**config.mk**
```make
export PLATFORM = sky130hd
export DESIGN_NAME = cube_scan
export DESIGN_NICKNAME = d
export VERILOG_FILES = /design/src/hdl/cube_geom_pkg.sv /design/src/hdl/hc595_pkg.sv /design/src/hdl/cube_scan.sv /design/src/hdl/hc595_shifter.sv /design/src/hdl/layer_sequencer.sv /design/src/hdl/scan_tick_gen.sv
export VERILOG_INCLUDE_DIRS = /design/src /design/src/hdl
export SDC_FILE = /design/constraint.sdc
export NUM_CORES = 1
export LEC_CHECK = 0
export ABC_AREA = 1
export BUFFER_PORTS_ARGS = -buffer_cell sky130_fd_sc_hd__buf_2
export CORE_AREA = 8 8 195 197
export DETAILED_ROUTE_END_ITERATION = 6
export DIE_AREA = 0 0 203 205
export PLACE_DENSITY = 0.63
export SLEW_MARGIN = 10
export SYNTH_ARGS = -nofsm -noshare
export SYNTH_HDL_FRONTEND = slang
export SYNTH_SLANG_ARGS = --single-unit
```
**constraint.sdc**
```tcl
create_clock -name clk_in -period 3.6 [get_ports clk_in]
set_clock_uncertainty 0.15 [all_clocks]
set_input_delay 0.36 -clock clk_in [delete_from_list [all_inputs] [get_ports clk_in]]
set_output_delay 0.36 -clock clk_in [all_outputs]
set_load 0.05 [all_outputs]
```
**src/hdl/cube_scan_defines.svh**
```systemverilog
`ifndef CUBE_SCAN_DEFINES_SVH
`define CUBE_SCAN_DEFINES_SVH

// --------------------------------------------------------------------------
// Cube geometry
// --------------------------------------------------------------------------
`define CUBE_LAYERS      8            // Layers, one select bit each
`define CUBE_LAYER_BITS  64           // Pixels per layer, 8 x 8

// One-hot select byte above the pixel bits
`define CUBE_FRAME_BITS  (`CUBE_LAYERS + `CUBE_LAYER_BITS)

// --------------------------------------------------------------------------
// Serial timing
// --------------------------------------------------------------------------
`define CUBE_CLK_DIV     50           // System clocks per serial step

// Two steps per bit, then rclk high and rclk low
`define HC595_STEPS      (2 * `CUBE_FRAME_BITS + 2)

`endif
```
**src/hdl/cube_geom_pkg.sv**
```systemverilog
`include "cube_scan_defines.svh"

// Types that describe the cube itself, independent of how it is driven
package cube_geom_pkg;

    // Pixel bits of one horizontal layer
    typedef logic [`CUBE_LAYER_BITS-1:0] layer_t;

    // Whole cube, layer 0 is the bottom layer of the chain's select byte
    typedef layer_t [`CUBE_LAYERS-1:0] cube_t;

    // Layer number, 0 to CUBE_LAYERS-1
    typedef logic [$clog2(`CUBE_LAYERS)-1:0] layer_idx_t;

    // One bit per layer, exactly one set while scanning
    typedef logic [`CUBE_LAYERS-1:0] layer_sel_t;

endpackage

```
**src/hdl/hc595_pkg.sv**
```systemverilog
`include "cube_scan_defines.svh"

// Types for the 74HC595 chain and its serial protocol
package hc595_pkg;

    import cube_geom_pkg::*;

    // --------------------------------------------------------------------------
    // Frame shifted into the chain, MSB first
    // --------------------------------------------------------------------------
    typedef struct packed {
        layer_sel_t layer_sel;    // Lands in the last 595 of the chain
        layer_t     pixels;       // Column drivers
    } hc595_frame_t;

    // --------------------------------------------------------------------------
    // Pins toward the chain
    // --------------------------------------------------------------------------
    typedef struct packed {
        logic sclk;               // SRCLK, shift on rising edge
        logic rclk;               // RCLK, latch on rising edge
        logic sdio;               // SER data
    } hc595_pins_t;

    // Serial step within one frame, 0 to HC595_STEPS-1
    typedef logic [$clog2(`HC595_STEPS)-1:0] hc595_step_t;

endpackage

```
**src/hdl/cube_scan.sv**
```systemverilog
`include "cube_scan_defines.svh"

module cube_scan
    import cube_geom_pkg::*;
    import hc595_pkg::*;
#(
    parameter int CLK_DIV = `CUBE_CLK_DIV      // System clocks per serial step
) (
    input  logic        clk_in,
    input  logic        rst_n_in,
    input  cube_t       cube,
    output hc595_pins_t pins
);

    // --------------------------------------------------------------------------
    // Internal wiring
    // --------------------------------------------------------------------------
    logic         tick;       // Serial step enable
    logic         load;       // Sequencer to shifter, frame valid
    logic         busy;       // Shifter occupied
    logic         done;       // Frame latched into the chain
    hc595_frame_t frame;

    // Serial rate
    scan_tick_gen #(
        .DIV      (CLK_DIV)
    ) u_tick_gen (
        .clk_in   (clk_in),
        .rst_n_in (rst_n_in),
        .tick     (tick)
    );

    // Layer order and frame assembly
    layer_sequencer u_sequencer (
        .clk_in   (clk_in),
        .rst_n_in (rst_n_in),
        .cube     (cube),
        .busy     (busy),
        .done     (done),
        .load     (load),
        .frame    (frame)
    );

    // 595 chain protocol
    hc595_shifter u_shifter (
        .clk_in   (clk_in),
        .rst_n_in (rst_n_in),
        .tick     (tick),
        .load     (load),
        .frame    (frame),
        .busy     (busy),
        .done     (done),
        .pins     (pins)
    );

endmodule

```
**src/hdl/hc595_shifter.sv**
```systemverilog
`include "cube_scan_defines.svh"

module hc595_shifter
    import hc595_pkg::*;
(
    input  logic         clk_in,
    input  logic         rst_n_in,
    input  logic         tick,
    input  logic         load,
    input  hc595_frame_t frame,
    output logic         busy,
    output logic         done,
    output hc595_pins_t  pins
);

    localparam int BIT_W = $clog2(`CUBE_FRAME_BITS);

    // Step numbers of the latch phase
    localparam hc595_step_t RCLK_HI_STEP = hc595_step_t'(`HC595_STEPS - 2);
    localparam hc595_step_t LAST_STEP    = hc595_step_t'(`HC595_STEPS - 1);
    localparam logic [BIT_W-1:0] MSB_POS = BIT_W'(`CUBE_FRAME_BITS - 1);

    hc595_frame_t                 frame_q;      // Frame being shifted
    logic [`CUBE_FRAME_BITS-1:0]  frame_bits;
    hc595_step_t                  step;
    logic [BIT_W-1:0]             bit_pos;
    logic                         adv;

    assign frame_bits = frame_q;
    assign adv        = busy && tick;           // One step per tick

    // Step 2j sends bit 71-j, so the frame goes out MSB first
    assign bit_pos = MSB_POS - BIT_W'(step >> 1);

    // --------------------------------------------------------------------------
    // Frame capture
    // --------------------------------------------------------------------------
    always_ff @(posedge clk_in) begin
        if (load) begin
            frame_q <= frame;
        end
    end

    // --------------------------------------------------------------------------
    // Step counter and handshake
    // --------------------------------------------------------------------------
    always_ff @(posedge clk_in or negedge rst_n_in) begin
        if (!rst_n_in) begin
            busy <= 1'b0;
            done <= 1'b0;
            step <= '0;
        end else begin
            done <= 1'b0;
            if (load) begin
                busy <= 1'b1;                   // Visible the cycle after load
                step <= '0;
            end else if (adv) begin
                if (step == LAST_STEP) begin
                    busy <= 1'b0;
                    done <= 1'b1;               // Same cycle busy falls
                    step <= '0;
                end else begin
                    step <= step + 1'b1;
                end
            end
        end
    end

    // --------------------------------------------------------------------------
    // Serial pins
    // --------------------------------------------------------------------------
    always_ff @(posedge clk_in or negedge rst_n_in) begin
        if (!rst_n_in) begin
            pins <= '0;
        end else if (adv) begin
            if (step < RCLK_HI_STEP) begin
                if (!step[0]) begin
                    pins.sclk <= 1'b0;          // Data changes on the low phase
                    pins.sdio <= frame_bits[bit_pos];
                end else begin
                    pins.sclk <= 1'b1;          // 595 shifts here
                end
            end else if (step == RCLK_HI_STEP) begin
                pins.rclk <= 1'b1;              // Whole chain to the outputs
            end else begin
                pins.rclk <= 1'b0;
            end
        end
    end

    // --------------------------------------------------------------------------
    // Checks
    // --------------------------------------------------------------------------
    // Latch pulse sits apart from any shift edge
    a_rclk_quiet: assert property (
        @(posedge clk_in) disable iff (!rst_n_in)
        $changed(pins.sclk) |-> !pins.rclk && !$past(pins.rclk)
    );

    a_step_range: assert property (
        @(posedge clk_in) disable iff (!rst_n_in)
        step <= LAST_STEP
    );

endmodule

```
**src/hdl/layer_sequencer.sv**
```systemverilog
`include "cube_scan_defines.svh"

module layer_sequencer
    import cube_geom_pkg::*;
    import hc595_pkg::*;
(
    input  logic         clk_in,
    input  logic         rst_n_in,
    input  cube_t        cube,
    input  logic         busy,
    input  logic         done,
    output logic         load,
    output hc595_frame_t frame
);

    layer_idx_t layer_idx;      // Layer of the frame last loaded
    layer_idx_t next_idx;
    layer_sel_t next_sel;
    logic       start_pend;     // First load after reset still owed
    logic       issue;

    // --------------------------------------------------------------------------
    // Next layer
    // --------------------------------------------------------------------------
    // Scan runs downward and wraps 0 -> 7 by plain overflow.
    // layer_idx resets to 0 so the first frame comes out for layer 7.
    assign next_idx = layer_idx - 1'b1;
    assign next_sel = layer_sel_t'(1) << next_idx;
    assign issue    = start_pend || done;

    always_ff @(posedge clk_in or negedge rst_n_in) begin
        if (!rst_n_in) begin
            start_pend <= 1'b1;
            layer_idx  <= '0;
            load       <= 1'b0;
        end else begin
            load <= 1'b0;                       // Strobe by default
            if (issue) begin
                start_pend <= 1'b0;
                layer_idx  <= next_idx;
                load       <= 1'b1;
            end
        end
    end

    // Frame payload, valid from the first load onward
    always_ff @(posedge clk_in) begin
        if (issue) begin
            frame.layer_sel <= next_sel;
            frame.pixels    <= cube[next_idx];  // Cube sampled here
        end
    end

    // --------------------------------------------------------------------------
    // Checks
    // --------------------------------------------------------------------------
    // Shifter has no queue, a load must find it idle
    a_load_idle: assert property (
        @(posedge clk_in) disable iff (!rst_n_in)
        load |-> !busy
    );

    // Exactly one layer driven once scanning has begun
    a_sel_onehot: assert property (
        @(posedge clk_in) disable iff (!rst_n_in)
        !start_pend |-> $onehot(frame.layer_sel)
    );

endmodule

```
**src/hdl/scan_tick_gen.sv**
```systemverilog
`include "cube_scan_defines.svh"

module scan_tick_gen #(
    parameter int DIV = `CUBE_CLK_DIV
) (
    input  logic clk_in,
    input  logic rst_n_in,
    output logic tick
);

    // Counter wide enough for DIV-1, at least one bit
    localparam int CNT_W = (DIV > 1) ? $clog2(DIV) : 1;
    localparam logic [CNT_W-1:0] CNT_MAX = CNT_W'(DIV - 1);

    logic [CNT_W-1:0] cnt;

    always_ff @(posedge clk_in or negedge rst_n_in) begin
        if (!rst_n_in) begin
            cnt  <= '0;
            tick <= 1'b0;
        end else begin
            tick <= (cnt == CNT_MAX);       // Registered, first pulse DIV clocks after reset
            if (cnt == CNT_MAX) begin
                cnt <= '0;
            end else begin
                cnt <= cnt + 1'b1;
            end
        end
    end

    // --------------------------------------------------------------------------
    // Checks
    // --------------------------------------------------------------------------
    generate
        if (DIV > 1) begin : g_tick_check
            // A tick is a single-cycle enable, never a level
            a_tick_single: assert property (
                @(posedge clk_in) disable iff (!rst_n_in)
                tick |=> !tick
            );
        end
    endgenerate

endmodule

```
Yosys cells after proc, flatten, opt, wreduce, memory -nomap -nowiden
Index checks and enable logic that the tools add are counted.
{ "totals": {"reg_bits": 169, "out_inout_bits": 3, "elab_cells": 53} }
{ "op_classes": {"n_bitwise": 2, "reduce_logical": 8, "n_lt_le_gt_ge": 3, "add_sub_neg": 4, "n_mux": 17, "shifts": 1, "n_eq_ne": 3} }
{ "op_table": {"columns": ["op", "n"], "rows": [
  ["64-bit binary-select mux with 3-bit select", 1],
  ["64-bit two-way mux", 1],
  ["8-bit two-way mux", 3],
  ["8-bit equality test, second input constant", 2],
  ["1-bit two-way mux", 10],
  ["8-bit by 1-bit adder with 8-bit output, second input constant", 1],
  ["7-bit by 8-bit < comparator with 1-bit output, second input constant", 1],
  ["8-bit < comparator, second input constant", 1],
  ["1-bit by 3-bit left shift with 8-bit output, first input constant", 1],
  ["1-bit binary-select mux with 7-bit select", 1],
  ["7-bit subtractor, first input constant", 1],
  ["6-bit by 1-bit adder with 6-bit output, second input constant", 1],
  ["6-bit equality test, second input constant", 1],
  ["6-bit two-way mux", 1],
  ["2-bit AND reduction", 3],
  ["3-bit by 4-bit < comparator with 1-bit output, second input constant", 1],
  ["2-bit nonzero test", 2],
  ["3-bit AND reduction", 1],
  ["3-bit by 1-bit subtractor with 3-bit output, second input constant", 1],
  ["1-bit NOT", 2],
  ["1-bit logical AND", 1],
  ["1-bit logical OR", 1]
]} }

Longest topological paths before layout
{ "logic_depth": {"word_depth": 4, "mapped_depth": 14, "ltp_nobuf": 13} }

Modules after synthesis
A second synthesis with hierarchy kept.
{ "unflattened": {"hier_cells": 2161, "area_unflattened_um2": 13417.9} }
{ "modules_own_cells": {"columns": ["module", "area_per_inst_um2", "n_inst", "cells_each"], "rows": [
  ["layer_sequencer", 9506.6, 1, 1807],
  ["hc595_shifter", 3588.4, 1, 319],
  ["scan_tick_gen", 322.8, 1, 35]
]} }

Worst setup path after synthesis
OpenSTA, ideal clock, no wires.
{ "synth_timing": {"path_type": "register to register", "from": "register u_sequencer.load", "to": "register u_shifter.step[7]", "required_time_ps": 3326, "path_slack_ps": 676, "setup_ps": 124, "arrival_time_ps": 2650, "path_stages_with_launch": 8, "cell_sequence": "dfrtp_1 -> nor2_1 -> inv_1 -> nand3_2 -> nor3_2 -> nand2_1 -> o21ai_1 -> a21oi_1"} }
{ "synth_between": {"elab_chain_cells": 1} }
{ "synth_lines": {"columns": ["element", "line_no", "rtl"], "rows": [
  ["start: declaration", "layer_sequencer.sv:12", "output logic load,"],
  ["start signal: assignment", "layer_sequencer.sv:35", "load <= 1'b0;"],
  ["start signal: assignment", "layer_sequencer.sv:37", "load <= 1'b0;"],
  ["start signal: assignment", "layer_sequencer.sv:41", "load <= 1'b1;"],
  ["8-bit two-way mux or 2-bit nonzero test (tied branches)", null, null],
  ["end signal: assignment", "hc595_shifter.sv:63", "step <= step + 1'b1;"],
  ["end: declaration", "hc595_shifter.sv:25", "hc595_step_t step;"]
]} }
Parallel ways exist; a longest one is shown, timed or not.
A chain may end at the register's enable or synchronous reset.

Final worst setup path
{ "layout_timing": {"from": "register u_sequencer.layer_idx[0]", "to": "register, netlist name u_sequencer.frame[3]"} }
{ "layout_between": {"elab_chain_cells": 3} }
{ "layout_lines": {"columns": ["element", "line_no", "rtl"], "rows": [
  ["start: declaration", "layer_sequencer.sv:16", "layer_idx_t layer_idx;"],
  ["start signal: assignment", "layer_sequencer.sv:40", "layer_idx <= next_idx;"],
  ["3-bit by 1-bit subtractor with 3-bit output", "layer_sequencer.sv:27", "assign next_idx = layer_idx - 1'b1;"],
  ["64-bit binary-select mux with 3-bit select", "layer_sequencer.sv:50", "frame.pixels <= cube[next_idx];"],
  ["64-bit two-way mux (implied by the code)", "layer_sequencer.sv:50", null]
]} }
No other way between the ends. The select of a mux whose other input is x is not followed.

==> metrics <==
total count of max-transition violations in the final report=0; number of top-level design ports=517; max frequency=0.375 GHz; Mapped Nets=1,959; cts repair resizes=0; final wirelength=46,200 um; finished layout cell area=14,300 sq um; Final Hold Viols=0; grt ovf=0; Mean Syn Cell Area=7.62 sq um; number of warning messages in the yosys log=0; routed via count=11.9k; total core area=35,000 sq um; end of the critical path=u_sequencer.frame[3]; total power after layout=12.4 mW; Sinks on Clock Net=169; count of final setup violators=0; antenna violations before repair=9; GRT Resource Usage Total=21.1%; CTS Buffer Depth=2; wire length of the first global-routing pass=68,900 um; CTS tree=yes; type of element launching the critical path=flip-flop; launch instance of the worst register-to-register path=u_sequencer.layer_idx[0]; classification of the worst-slack hold path=in2reg; commonest non-fill, non-tap cells in the layout=buf_2, nor2_1, o21ai_0; instance area at placement=13,600 sq um; number of fillers in the final layout=3,679; actual slew at the worst max-slew pin=1120 ps; count of cell types in the netlist=36; Die X-Extent=203 um; worst relative slew slack=25.4%; initial standard-cell utilization of the core=31.2%; router iterations before antenna repair=5; Cells on Worst Hold Path=3; Static Leak=6.39 nW; worst r2r dst=u_sequencer.frame[3]; number of flip-flops and latches in the synthesized netlist=169; DRC viols=0; pin count of the biggest net entering global routing=259; total CTS buffers=17; share of layout cells above drive strength 1=31.2%; Detail Placement HPWL=34,700 um; full die area=41,600 sq um; Placement Rows=69; initial detailed-routing violation count=1,007; number of hold buffers added after CTS=1; library cell used as clock root buffer=clkbuf_16; area added between synthesis and finish=30.7%; flop-to-flop setup slack=930 ps; post-synth design cell area=10,900 sq um; maximum resistive drop on vdd=657 uV; number of nets with antenna violations after detailed routing=0; CP Data Arrival Time=2790 ps; via count of the first global-routing pass=11.8k; maxcap violations=0; number of input and output port buffers inserted=516; final routed wire length divided by cell count=19.7 um; depth of the CTS H-tree=4; startpoint of the worst setup timing path=u_sequencer.layer_idx[0]; ratio of final minimum period to clock period=74.2%; DR vias/cell=5.07; power per cell area=869 nW/um^2; cell count after synthesis=1,434; CTS clk-pin slew, worst paths=70 ps; part of the Yosys area used for sequential elements=45.3%; global placer's final weighted congestion=0.949; RSZ-0062 raised after global routing=false; crit end category=flip-flop; shortest period the worst path allows=2670 ps; CP Data Required Time=3720 ps; final core utilization=40.8%; worst-case hold slack=173 ps; setup bufs post-CTS=0; critical path type=reg2reg; critical-path maximum fanout=92; final total negative setup slack=0 ps; layout net count=2,398; DIE HEIGHT=205 um; most common cell after layout, fill and taps aside=buf_2; result of the run=complete, no violations; number of cells on the worst reg-to-reg path=6; Skew-Pair Late Insertion Delay=430 ps
[worst min path at each step]
stage | from | to
after global routing | cube[302] | u_sequencer.frame[46]
after detailed placement | u_sequencer.frame[65] | u_shifter.frame_bits[65]
after CTS | cube[421] | u_sequencer.frame[37]
final | cube[393] | u_sequencer.frame[9]
after global placement | u_sequencer.frame[59] | u_shifter.frame_bits[59]
after floorplan | rst_n_in | u_sequencer.layer_idx[0]
[stage by stage]
stage	instances	setup WS [ps]
after floorplan	1434	676
after global placement	2314	1060
after detailed placement	2314	1010
after CTS	2346	971
after global routing	2351	833
final	2351	930
[per-layer routing]
metal	vias to the layer above	GRT usage (%)	share of wire (%)
li1	5784	-	-
met1	5591	27.3	42
met2	499	35.7	50
met3	44	4.95	7.0
met4	2	4.51	1.3
met5	-	0	0.028
[final cells by class]
type	count	area, sq um	share of cell area, %
clock inverter	13	194	1.36
multi-input combinational	1070	5000	35.0
tap	461	577	4.04
timing repair buffer	533	2790	19.5
antenna	5	12.5	0.0876
sequential	169	4960	34.7
clock buffer	18	429	3.01
inverter	82	320	2.24
[cells by family after synthesis]
group	synth area share [%]
and+or+nand+nor	23.5
adders and majority gates	1.26
AOI/OAI and AO/OA	20.4
DFF	45.3
xor gates and xnor gates	0.481
buffers and inverters	9.01
other	0.0343
[flip-flops by register name, summed over array words and instances (netlist names)]
register	cells
u_sequencer.frame	72
u_sequencer.layer_idx	3
u_sequencer.load	1
u_sequencer.start_pend	1
u_shifter.busy	1
u_shifter.done	1
u_shifter.frame_bits	72
u_shifter.pins	3
u_shifter.step	8
u_tick_gen.cnt	6
u_tick_gen.tick	1
[report_power, final]
group	internal [mW]	switching, mW
combinational	2.43	4.55
clock	1.17	0.790
sequential	3.26	0.213
total	6.86	5.55
[worst max-delay path, cell delays in order (launching register included)]
cell,delay [ps]
dfrtp_4,510
inv_6,160
buf_4,720
o21ai_0,210
o22ai_1,460
nor2_1,90
a31oi_1,160
[synth_stat cells]
library cell,n,share of area (%)
nand4_1,2,0.11
inv_2,5,0.17
nand3_1,58,2.7
nand3_2,2,0.18
buf_1,7,0.24
or2_4,1,0.080
buf_6,17,1.8
a21oi_1,9,0.41
nor3b_1,1,0.069
or2_2,9,0.52
nor3_2,1,0.092
o22ai_1,65,3.7
xor2_1,4,0.32
nand2_1,80,2.7
buf_4,22,1.5
o21ai_0,216,9.9
ha_1,11,1.3
inv_4,1,0.057
xnor2_1,2,0.16
o221ai_1,1,0.080
inv_1,76,2.6
or2_1,2,0.11
conb_1,1,0.034
o31ai_1,1,0.069
o21ai_1,49,2.2
nor2_1,479,16
o211ai_1,5,0.34
buf_2,30,1.4
dfrtp_1,24,5.5
nor3_4,1,0.15
clkbuf_2,2,0.092
nor3_1,6,0.27
a31oi_1,64,3.7
dfstp_2,1,0.24
clkbuf_1,35,1.2
edfxtp_1,144,40
Power figures use the tool's default switching activity.
